### config.mk
export PLATFORM = sky130hd
export DESIGN_NAME = board_io_top
export DESIGN_NICKNAME = d
export VERILOG_FILES = /design/src/source/board_io_pkg.sv /design/src/source/board_io_top.sv /design/src/source/led_driver.sv /design/src/source/gpio_regs.sv /design/src/source/pad_input_sync.sv /design/src/source/clock_ring_divider.sv
export SDC_FILE = /design/constraint.sdc
export NUM_CORES = 1
export LEC_CHECK = 0
export BUFFER_PORTS_ARGS = -buffer_cell sky130_fd_sc_hd__buf_4
export CAP_MARGIN = 20
export CORE_ASPECT_RATIO = 0.5
export CORE_MARGIN = 2
export CORE_UTILIZATION = 45
export DETAILED_ROUTE_END_ITERATION = 7
export PLACE_DENSITY = 0.67
export SYNTH_ARGS = -nofsm -noshare
export SYNTH_HDL_FRONTEND = slang
export SYNTH_SLANG_ARGS = --single-unit
### constraint.sdc
create_clock -name clk_bit -period 1.6 [get_ports clk_bit]
set_clock_uncertainty 0.05 [all_clocks]
set_input_delay 0.16 -clock clk_bit [delete_from_list [all_inputs] [get_ports clk_bit]]
set_output_delay 0.16 -clock clk_bit [all_outputs]
set_load 0.03 [all_outputs]
### src/source/board_io_pkg.sv
`default_nettype none

package board_io_pkg;

	// Pad and board counts
	localparam int unsigned N_PADS = 8;
	localparam int unsigned N_DPAD = 4;
	localparam int unsigned N_LEDS = 7;

	// Direction pad inputs occupy the low pads
	localparam int unsigned PIN_DPAD_U = 0;
	localparam int unsigned PIN_DPAD_D = 1;
	localparam int unsigned PIN_DPAD_L = 2;
	localparam int unsigned PIN_DPAD_R = 3;

	// GPIO outputs shown on the LEDs, pad 7 is a spare output
	localparam int unsigned PIN_LED0 = 4;
	localparam int unsigned PIN_LED1 = 5;
	localparam int unsigned PIN_LED2 = 6;

	// Register map of the GPIO block
	localparam int unsigned W_ADDR = 2;

	localparam logic [W_ADDR-1:0] REG_OUT    = 2'd0;
	localparam logic [W_ADDR-1:0] REG_OE     = 2'd1;
	localparam logic [W_ADDR-1:0] REG_IN     = 2'd2;
	localparam logic [W_ADDR-1:0] REG_TOGGLE = 2'd3;

	// Register port request, one access per cycle
	typedef struct packed {
		logic              wr;
		logic              rd;
		logic [W_ADDR-1:0] addr;
		logic [N_PADS-1:0] wdata;
	} gpio_req_t;

	// Pad view handed from the GPIO block to the LED driver
	typedef struct packed {
		logic [N_PADS-1:0] padin;
		logic [N_PADS-1:0] padout;
		logic [N_PADS-1:0] padoe;
	} pad_state_t;

endpackage

`default_nettype wire
### src/source/board_io_top.sv
`default_nettype none
`timescale 1ns/100ps

module board_io_top #(
	parameter int unsigned                      DEBOUNCE_CYCLES = 4,
	// Left button is wired inverted on the main board
	parameter logic [board_io_pkg::N_DPAD-1:0] DPAD_INVERT     = 4'b0100,
	// LEDs 0 and 1 are active low
	parameter logic [board_io_pkg::N_LEDS-1:0] LED_INVERT      = 7'b0000011
) (
	input  logic                              clk_bit,
	input  logic                              rst_n_por,
	input  logic [board_io_pkg::N_DPAD-1:0]   dpad,
	input  board_io_pkg::gpio_req_t           req,
	output logic [board_io_pkg::N_PADS-1:0]   rdata,
	output logic                              rdata_valid,
	output logic [board_io_pkg::N_LEDS-1:0]   led,
	output logic                              clk_pix,
	output logic                              clk_sys
);

	// Pixel clock at one fifth, system clock at one ninth of the bit clock
	localparam int unsigned PIX_RATIO = 5;
	localparam int unsigned SYS_RATIO = 9;

	logic [board_io_pkg::N_DPAD-1:0] dpad_clean;
	board_io_pkg::pad_state_t        pad_state;

	clock_ring_divider #(
		.RATIO (PIX_RATIO)
	) u_div_pix (
		.clk_bit   (clk_bit),
		.rst_n_por (rst_n_por),
		.clk_div   (clk_pix)
	);

	clock_ring_divider #(
		.RATIO (SYS_RATIO)
	) u_div_sys (
		.clk_bit   (clk_bit),
		.rst_n_por (rst_n_por),
		.clk_div   (clk_sys)
	);

	pad_input_sync #(
		.DEBOUNCE_CYCLES (DEBOUNCE_CYCLES),
		.DPAD_INVERT     (DPAD_INVERT)
	) u_pad_input_sync (
		.clk_bit    (clk_bit),
		.rst_n_por  (rst_n_por),
		.dpad       (dpad),
		.dpad_clean (dpad_clean)
	);

	gpio_regs u_gpio_regs (
		.clk_bit     (clk_bit),
		.rst_n_por   (rst_n_por),
		.req         (req),
		.dpad_clean  (dpad_clean),
		.rdata       (rdata),
		.rdata_valid (rdata_valid),
		.pad_state   (pad_state)
	);

	led_driver #(
		.LED_INVERT (LED_INVERT)
	) u_led_driver (
		.clk_bit   (clk_bit),
		.rst_n_por (rst_n_por),
		.pad_state (pad_state),
		.led       (led)
	);

endmodule

`default_nettype wire

### src/source/led_driver.sv
`default_nettype none
`timescale 1ns/100ps

module led_driver #(
	parameter logic [board_io_pkg::N_LEDS-1:0] LED_INVERT = '0
) (
	input  logic                              clk_bit,
	input  logic                              rst_n_por,
	input  board_io_pkg::pad_state_t          pad_state,
	output logic [board_io_pkg::N_LEDS-1:0]   led
);

	localparam int unsigned N_LEDS = board_io_pkg::N_LEDS;

	logic [board_io_pkg::N_PADS-1:0] pad_on;
	logic [N_LEDS-1:0]               led_level;

	// Output pads count as lit only when enabled
	assign pad_on = pad_state.padout & pad_state.padoe;

	// Buttons on the top four LEDs and GPIO outputs below
	assign led_level = {
		pad_state.padin[board_io_pkg::PIN_DPAD_U],
		pad_state.padin[board_io_pkg::PIN_DPAD_D],
		pad_state.padin[board_io_pkg::PIN_DPAD_L],
		pad_state.padin[board_io_pkg::PIN_DPAD_R],
		pad_on[board_io_pkg::PIN_LED0],
		pad_on[board_io_pkg::PIN_LED1],
		pad_on[board_io_pkg::PIN_LED2]
	};

	// Reset value LED_INVERT leaves every LED dark
	always_ff @(posedge clk_bit or negedge rst_n_por) begin
		if (!rst_n_por) begin
			led <= LED_INVERT;
		end else begin
			led <= led_level ^ LED_INVERT;
		end
	end

endmodule

`default_nettype wire

### src/source/gpio_regs.sv
`default_nettype none
`timescale 1ns/100ps

module gpio_regs (
	input  logic                              clk_bit,
	input  logic                              rst_n_por,
	input  board_io_pkg::gpio_req_t           req,
	input  logic [board_io_pkg::N_DPAD-1:0]   dpad_clean,
	output logic [board_io_pkg::N_PADS-1:0]   rdata,
	output logic                              rdata_valid,
	output board_io_pkg::pad_state_t          pad_state
);

	localparam int unsigned N_PADS = board_io_pkg::N_PADS;
	localparam int unsigned N_DPAD = board_io_pkg::N_DPAD;

	logic [N_PADS-1:0] out_q;
	logic [N_PADS-1:0] oe_q;
	logic [N_PADS-1:0] pad_drive;
	logic [N_PADS-1:0] padin;
	logic [N_PADS-1:0] rd_mux;

	// A pad only reads back high when it is both driven and enabled
	assign pad_drive = out_q & oe_q;

	// Buttons on the low pads, output loopback on the rest
	assign padin = {pad_drive[N_PADS-1:N_DPAD], dpad_clean};

	always_ff @(posedge clk_bit or negedge rst_n_por) begin
		if (!rst_n_por) begin
			out_q <= '0;
			oe_q  <= '0;
		end else if (req.wr) begin
			case (req.addr)
				board_io_pkg::REG_OUT: begin
					out_q <= req.wdata;
				end
				board_io_pkg::REG_OE: begin
					oe_q <= req.wdata;
				end
				board_io_pkg::REG_TOGGLE: begin
					out_q <= out_q ^ req.wdata;
				end
				default: begin
					// IN is read only
				end
			endcase
		end
	end

	always_comb begin
		case (req.addr)
			board_io_pkg::REG_OUT:    rd_mux = out_q;
			board_io_pkg::REG_OE:     rd_mux = oe_q;
			board_io_pkg::REG_IN:     rd_mux = padin;
			default:                  rd_mux = '0;
		endcase
	end

	// One valid pulse per read, back to back reads allowed
	always_ff @(posedge clk_bit or negedge rst_n_por) begin
		if (!rst_n_por) begin
			rdata_valid <= 1'b0;
		end else begin
			rdata_valid <= req.rd;
		end
	end

	always_ff @(posedge clk_bit) begin
		if (req.rd) begin
			rdata <= rd_mux;
		end
	end

	assign pad_state.padin  = padin;
	assign pad_state.padout = out_q;
	assign pad_state.padoe  = oe_q;

	// The requester must never mix a write and a read
	a_no_wr_rd: assert property (
		@(posedge clk_bit) disable iff (!rst_n_por)
		!(req.wr && req.rd)
	);

	// Two valid cycles in a row need two reads in a row
	a_valid_per_read: assert property (
		@(posedge clk_bit) disable iff (!rst_n_por)
		(rdata_valid && $past(rdata_valid)) |-> ($past(req.rd, 1) && $past(req.rd, 2))
	);

endmodule

`default_nettype wire

### src/source/pad_input_sync.sv
`default_nettype none
`timescale 1ns/100ps

module pad_input_sync #(
	parameter int unsigned                         DEBOUNCE_CYCLES = 4,
	parameter logic [board_io_pkg::N_DPAD-1:0]    DPAD_INVERT     = '0
) (
	input  logic                              clk_bit,
	input  logic                              rst_n_por,
	input  logic [board_io_pkg::N_DPAD-1:0]   dpad,
	output logic [board_io_pkg::N_DPAD-1:0]   dpad_clean
);

	localparam int unsigned N_BTN = board_io_pkg::N_DPAD;
	localparam int unsigned W_CNT = $clog2(DEBOUNCE_CYCLES + 1);
	localparam logic [W_CNT-1:0] CNT_LIMIT = W_CNT'(DEBOUNCE_CYCLES - 1);

	logic [N_BTN-1:0] sync_q1;
	logic [N_BTN-1:0] sync_q2;
	logic [N_BTN-1:0] level;
	logic [N_BTN-1:0] clean_q;
	logic [N_BTN-1:0] at_limit;
	logic [W_CNT-1:0] cnt_q [N_BTN];

	if (DEBOUNCE_CYCLES < 1) begin : g_bad_debounce
		$error("pad_input_sync needs DEBOUNCE_CYCLES of at least 1");
	end

	// Two flops into the bit clock domain
	always_ff @(posedge clk_bit or negedge rst_n_por) begin
		if (!rst_n_por) begin
			sync_q1 <= '0;
			sync_q2 <= '0;
		end else begin
			sync_q1 <= dpad;
			sync_q2 <= sync_q1;
		end
	end

	// Board polarity applied before the compare, so accepted level is already clean
	assign level = sync_q2 ^ DPAD_INVERT;

	always_comb begin
		for (int i = 0; i < N_BTN; i++) begin
			at_limit[i] = (cnt_q[i] == CNT_LIMIT);
		end
	end

	// Each button counts its own run of differing cycles
	always_ff @(posedge clk_bit or negedge rst_n_por) begin
		if (!rst_n_por) begin
			clean_q <= '0;
			for (int i = 0; i < N_BTN; i++) begin
				cnt_q[i] <= '0;
			end
		end else begin
			for (int i = 0; i < N_BTN; i++) begin
				if (level[i] != clean_q[i]) begin
					if (at_limit[i]) begin
						clean_q[i] <= level[i];
						cnt_q[i]   <= '0;
					end else begin
						cnt_q[i] <= cnt_q[i] + 1'b1;
					end
				end else begin
					// Level went back, glitch discarded
					cnt_q[i] <= '0;
				end
			end
		end
	end

	assign dpad_clean = clean_q;

	// A clean level only moves after a full run of differing cycles
	for (genvar g = 0; g < N_BTN; g++) begin : g_chk
		a_change_at_limit: assert property (
			@(posedge clk_bit) disable iff (!rst_n_por)
			$changed(dpad_clean[g]) |-> $past(at_limit[g])
		);
	end

endmodule

`default_nettype wire

### src/source/clock_ring_divider.sv
`default_nettype none
`timescale 1ns/100ps

module clock_ring_divider #(
	parameter int unsigned RATIO = 5
) (
	input  logic clk_bit,
	input  logic rst_n_por,
	output logic clk_div
);

	// Ones fill the upper half of the ring so bit 0 starts low
	localparam int unsigned N_ONES = RATIO - RATIO / 2;
	localparam logic [RATIO-1:0] RING_RESET = {RATIO{1'b1}} << (RATIO / 2);

	logic [RATIO-1:0] ring;

	if (RATIO < 2) begin : g_bad_ratio
		$error("clock_ring_divider needs RATIO of at least 2");
	end

	// Rotate right by one place each bit clock
	always_ff @(posedge clk_bit or negedge rst_n_por) begin
		if (!rst_n_por) begin
			ring <= RING_RESET;
		end else begin
			ring <= {ring[0], ring[RATIO-1:1]};
		end
	end

	// Divided clock is ring bit 0 with no compare logic
	assign clk_div = ring[0];

	// The ring never gains or loses a one
	a_ring_ones_kept: assert property (
		@(posedge clk_bit) disable iff (!rst_n_por)
		$countones(ring) == N_ONES
	);

endmodule

`default_nettype wire

==> results of run 1 <==
==> cell usage after synthesis (all sizes together) <==
master   n
xnor2    3
nand2b   3
or3b     1
and2     1
dfstp   10
a21oi   16
a222oi   4
and3b    2
clkbuf   2
nand3    7
nor2     9
mux2    11
xor2     1
nor3     1
and2b    1
inv      3
nand3b   1
ha       8
dfrtp   52
o21ai    5
nor2b    1
buf      4
edfxtp   8
nor3b    8
a22oi    4
o22ai    4
nand2    9
==> what timing repair did <==
action / 4_1_cts / 5_1_grt
hold buffers: 6 / 0
endpoints found under the hold margin: 27 / 0
endpoints found under the setup margin: 0 / 0
==> area by class of cell <==
cell class	instances	area (um2)	share of cell area (%)
tap	73	91.34	2.809
inverter	3	11.26	0.3463
clock buffer	15	277.8	8.542
timing repair buffer	44	357.8	11.00
clock inverter	1	5.005	0.1539
multi-input combinational	100	704.4	21.66
sequential	70	1804	55.48
==> power by group <==
group	switching, mW	internal [mW]	total, mW
clock	0.647	1.17	1.82
sequential	0.208	2.12	2.33
combinational	0.484	0.416	0.900
total	1.34	3.71	5.05
==> tightest hold or removal path: stages <==
cell and delay [ns]:
buf_4 0.09, a21oi_1 0.03, nor2_1 0.08
==> through the flow <==
stage | area, um2 | std cells | utilization [%]
after floorplan | 2554 | 179 | -
after global placement | 2909 | 284 | 53.20
after detailed placement | 2909 | 284 | 53.20
after CTS | 3252 | 306 | 59.47
after global routing | 3252 | 306 | 59.47
final | 3252 | 306 | 59.47
==> registers in the layout, indices dropped and copies added (netlist names) <==
name,cells
u_gpio_regs.rdata_valid,1
u_pad_input_sync.cnt_q,12
u_led_driver.led,7
u_pad_input_sync.sync_q2,4
u_pad_input_sync.dpad_clean,4
u_pad_input_sync.sync_q1,4
u_gpio_regs.rdata,8
u_div_pix.ring,5
u_gpio_regs.out_q,8
u_gpio_regs.oe_q,8
u_div_sys.ring,9
==> cell families (layout without fill, tap and decap cells) <==
group,count (synthesis),after routing,share of synthesized area [%]
flip-flops,70,70,70.65
AO/OA/AOI/OAI,33,33,7.839
multiplexers,11,11,4.851
AND/OR/NAND/NOR,44,44,9.604
XOR/XNOR,4,4,1.372
adder cells (fa/ha/maj),8,8,3.920
buffers and inverters,9,63,1.764
==> how the worst min path moves through the flow <==
| stage | end | slack (ns) | depth (start not counted) |
|---|---|---|---|
| 3_5_place_dp | u_pad_input_sync.sync_q1[0]$_DFF_PN0_ | 0.06 | 1 |
| 3_3_place_gp | u_pad_input_sync.sync_q1[0]$_DFF_PN0_ | 0.05 | 1 |
| 6_report | u_gpio_regs.out_q[5]$_DFFE_PN0P_ | 0.04 | 3 |
| 2_1_floorplan | u_div_pix.ring[0]$_DFF_PN0_ | -0.19 | 0 |
| 4_1_cts | u_gpio_regs.out_q[5]$_DFFE_PN0P_ | 0.03 | 3 |
| 5_1_grt | u_gpio_regs.oe_q[1]$_DFFE_PN0P_ | 0.04 | 2 |
==> per-layer routing <==
metal  up-vias  global-route usage [%]  part of all wire, %
li1        731                       -                    -
met2        38                   25.24                   49
met5         -                       0                    0
met3         2                   7.120                  5.3
met1       746                   19.53                   46
met4         0                   4.821                 0.49
==> impl_results.md, run 1 <==
* Status: finished, final reports clean
* PD cells at 1553 nW/um2
* Post-synth cell types at 29
* CP top delay family: multiplexers
* Area delta synth->final at 27.34%
* Crit path largest cell delay at around 0.37 ns
* Logic depth of the worst path, buffers included at 3
* Flops & latches, synth at 70
* Power, Total at 5.051 mW
* Setup TNS at 0 ns
* Final wirelength at about 4300 um
* Smallest setup slack after layout at ~0.31 ns
* Die Area at 6330 um2
* Crit path time final at 1.293 ns
* Max Fclk at 773.4 MHz
* Max-Cap Viols at 0
* Layout cells sized above 1 at between 30% and 40%
* Pleak at 1.470 nW
* Post-CTS Setup Inserts at 0
* CP arrival at between 1 and 1.5 ns
* Kind of critical path: reg2reg
* CP Cell Sequence: ha_1 -> nor2b_1 -> mux2_2
* Core Rows at 19
* Core area at 5468 um2
* Initial cell density of the core at 46.70%
* CTS tree: yes
* R2r setup slk at 0.31 ns
* Antenna Cells at 0
* Ys Warns at 0
* Max stage delay cell, worst path: mux2_2
* Vias per Instance at 4.958
* 1st-pass router iterations at 5
* Commonest non-fill, non-tap cell in the layout: dfrtp_1
* Post-Syn Area at 2554 um2
* Critical Path Sink: u_pad_input_sync.dpad_clean[3]$_DFFE_PN0P_
* Hold slack at approximately 0.036 ns
* Crit-path max FO at 3
* Routed wire per std cell at 14.09 um
* Die extent in x at 110.5 um
* Mapped Cells at between 150 and 200
* Clk root buf: clkbuf_16
* First-pass GRT wire length at 7548 um
* Most frequent cells in the layout: dfrtp_1, buf_4, a21oi_1
* Cts repair resizes at 0
* Slew HR at 72.63%
* Hold Crit Class: in2reg
* Mapped Avg Cell Area at 14.27 um2
* Ports at 36
* Final period utilization at 80.81%
* Crit start category: flop
* VDD IR max at 0.7298 mV
* Fill cells at 461
* Required @ worst endpoint at 1.75 ns
* Ranking of synthesized cells by area: dfrtp_1, dfstp_2, edfxtp_1
* Largest net degree at the start of global routing at 33
* Clock sinks at 70
* Syn nets at 205
* HPWL Detailed at around 2900 um
* CTS buffer count at 9
* Total vias in the final route at 1,517
* Die Y at 57.27 um
* Grt total ovfl at 0
* Worst Tran Pin Value at 0.4105 ns
* Buffers on Ports at 35
* Slew Limit Fails at 0
* Post-synth top area share at 50.96%
* Critical path endpoint category: flop
* CTS Buffer Depth at 2
* Final hold violation count at 0
* Seq/Total Area, Yosys at roughly 70%
* H-tree Lvls at 3
* RSZ-0062 raised after global routing: false
* Vias in the first global route at 1,587
* Final setup fails at 0
* Layout Nets at around 250
* Critical Path Source: u_pad_input_sync.cnt_q[0]$_DFF_PN0_
* Worst reg2reg endpoint: u_pad_input_sync.dpad_clean[3]$_DFFE_PN0P_
* Min-delay src: req[5]
* ANT nets after route at 0
* DRT iter0 DRCs at 56
* Synth area leader: dfrtp_1
* Worst-path clk slew at 0.05 ns
* Gp weighted congestion at 0.7523
* Worst Reg-to-Reg Cells at 3
* Place WS at 0.1166 ns
* R2R Path Start: u_pad_input_sync.cnt_q[0]$_DFF_PN0_
* Clock latency on the worst-skew pair at 0.32 ns
* DRC Markers at 0
* Total track usage at 15.69%
* Initial antenna violation count at 0
* WP buf/inv at 0
(Power assumes the default switching activity.)
==> inputs of run 2 (changes only) <==
- clock period: 1.6 -> 1.2 ns (I/O delays scaled with it)
==> impl_results.md, run 2 (synthesized netlist as in run 1, its figures left out) <==
* Final setup fails at 0
* Pleak at 1.589 nW
* Buffers on Ports at 35
* DRC Markers at 0
* Placed Area at between 2000 and 3000 um2
* Worst-path clk slew at 0.05 ns
* Area delta synth->final at 36.99%
* Grt total ovfl at 0
* Reg with most FFs: u_pad_input_sync.cnt_q
* HPWL Detailed at 2917 um
* Vias in the first global route at 1,643
* Crit path time final at approximately 1.2 ns
* Largest registers: u_pad_input_sync.cnt_q: 12 flops, u_div_sys.ring: 9 flops
* Multi-input logic area at 773.2 um2
* Switching Power at 1.931 mW
* CTS Buffer Depth at 2
* Initial antenna violation count at 0
* Status: finished, final reports clean
* Int Power at 5.527 mW
* Clock latency on the worst-skew pair at around 0.32 ns
* Die Area at 6330 um2
* Final period utilization at 98.20%
* Max-Cap Viols at 0
* Crit-path max FO at 3
* Clk root buf: clkbuf_16
* CTS buffer count at 9
* Hold Crit Class: in2reg
* Core area at around 5500 um2
* Max Fclk at between 800 and 900 MHz
* Sequential share of power at 41.3%
* Cell area after layout at about 3500 um2
* CTS tree: yes
* PD cells at between 2000 and 2500 nW/um2
* Initial cell density of the core at around 47%
* Critical path endpoint category: flop
* ANT nets after route at 0
* Ports at 36
* Layout Nets at 270
* Register area at 1804 um2
* Commonest non-fill, non-tap cell in the layout: dfrtp_1
* Routed wire per std cell at 14.11 um
* Comb pwr share at between 20 and 25%
* Final hold violation count at 0
* Kind of critical path: reg2reg
* DRT iter0 DRCs at 70
* First-pass GRT wire length at around 8000 um
* Die Y at between 50 and 60 um
* Crit start category: flop
* Core Rows at 19
* Largest net degree at the start of global routing at 63
* Max reg flops at 12
* Total track usage at between 10% and 20%
* Slew HR at 78.95%
* Worst Tran Pin Value at 0.3158 ns
* Fin util at 63.98%
* Most frequent cells in the layout: dfrtp_1, buf_4, a21oi_1
* Layout cells sized above 1 at 40.16%
* Clock sinks at 70
* Final wirelength at 4543 um
* Die extent in x at roughly 110 um
* Gp weighted congestion at 0.7843
* Vias per Instance at 4.882
* VDD IR max at 1.006 mV
* CP arrival at between 1 and 1.5 ns
* Sw frac at approximately 26%
* H-tree Lvls at 3
* Antenna Cells at 0
* Fill cells at around 410
* 1st-pass router iterations at 4
* Total vias in the final route at about 1,600
* Power, Total at about 7.5 mW
* Required @ worst endpoint at 1.36 ns
* Clk pwr share at 38.2%
* Slew Limit Fails at 0
run 2: cell types whose count changed in the layout (fill, tap and decap cells not counted), moves of 2 or more:
cell | previous run | this run
buf_4 | 37 | 50
bufinv_16 | 0 | 2
clkbuf_1 | 3 | 0
dlygate4sd3_1 | 6 | 9
ha_1 | 8 | 5
ha_2 | 0 | 2
nand2b_1 | 3 | 1
nand2b_4 | 0 | 2
xnor2_1 | 3 | 1
xnor2_2 | 0 | 2
run 2: final cells by class:
class	instances	share of cell area [%]
repair buffers	60	13.88
inverters	3	0.3219
well taps	73	2.611
clock buffers	11	7.225
clock inverters	5	2.289
flip-flops and latches	70	51.57
multi-input cells	100	22.10
run 2: path summary, 6_finish.rpt:
check                                                      start                                         end  slack (ns)  depth (start not counted)
setup / recovery             u_pad_input_sync.cnt_q[9]$_DFF_PN0_  u_pad_input_sync.dpad_clean[0]$_DFFE_PN0P_        0.02                          3
max in group asynchronous                              rst_n_por               u_led_driver.led[1]$_DFF_PN1_        0.51                          3
setup reg to reg             u_pad_input_sync.cnt_q[9]$_DFF_PN0_  u_pad_input_sync.dpad_clean[0]$_DFFE_PN0P_        0.02                          3
min in group asynchronous                              rst_n_por                 u_div_sys.ring[1]$_DFF_PN0_        0.28                          3
hold / removal                                            req[2]            u_gpio_regs.out_q[2]$_DFFE_PN0P_       0.006                          3
hold reg to reg            u_pad_input_sync.sync_q1[3]$_DFF_PN0_       u_pad_input_sync.sync_q2[3]$_DFF_PN0_        0.30                          0
run 2: critical path, stage by stage (launching register included):
cell      delay, ns
dfrtp_1        0.42
ha_4           0.20
nand2b_4       0.07
mux2_2         0.32
run 2: timing repair:
action,in CTS,in global routing
buffers inserted,2,0
setup endpoints to repair,5,7
gates resized for setup,6,7
hold endpoints to repair,61,0
hold buffers,9,0
pin swaps,0,1
cloned,0,0
run 2: metrics by stage:
step | instances | TNS, ns | setup slack, ns | hold slack (ns)
after floorplan | 179 | 0 | 0.006724 | -0.2256
final | 322 | 0 | 0.02164 | 0.005734
after detailed placement | 295 | -3.035 | -0.1844 | 0.08801
after global placement | 295 | -2.218 | -0.1377 | 0.08358
after CTS | 322 | 0 | 0.006808 | 0.00005926
after global routing | 322 | -0.003142 | -0.003142 | 0.003406
run 2: per-layer routing:
metal  part of all wire (%)  track usage [%]  wire, um  vias up
met5                      0                0         0        -
met4                    1.8            7.500        80        0
met3                    5.0            6.057       228       10
met2                     49            26.73      2223       42
met1                     44            21.11      2010      751
li1                       -                -         -      769
run 2: power groups by stage:
stage	logic (mW)	clock network, mW	registers (mW)
after floorplan	0.558	0	3.31
after global placement	1.29	0	3.09
after detailed placement	1.35	0	3.11
after CTS	1.48	2.91	3.07
after global routing	1.70	3.04	3.13
final	1.53	2.85	3.08
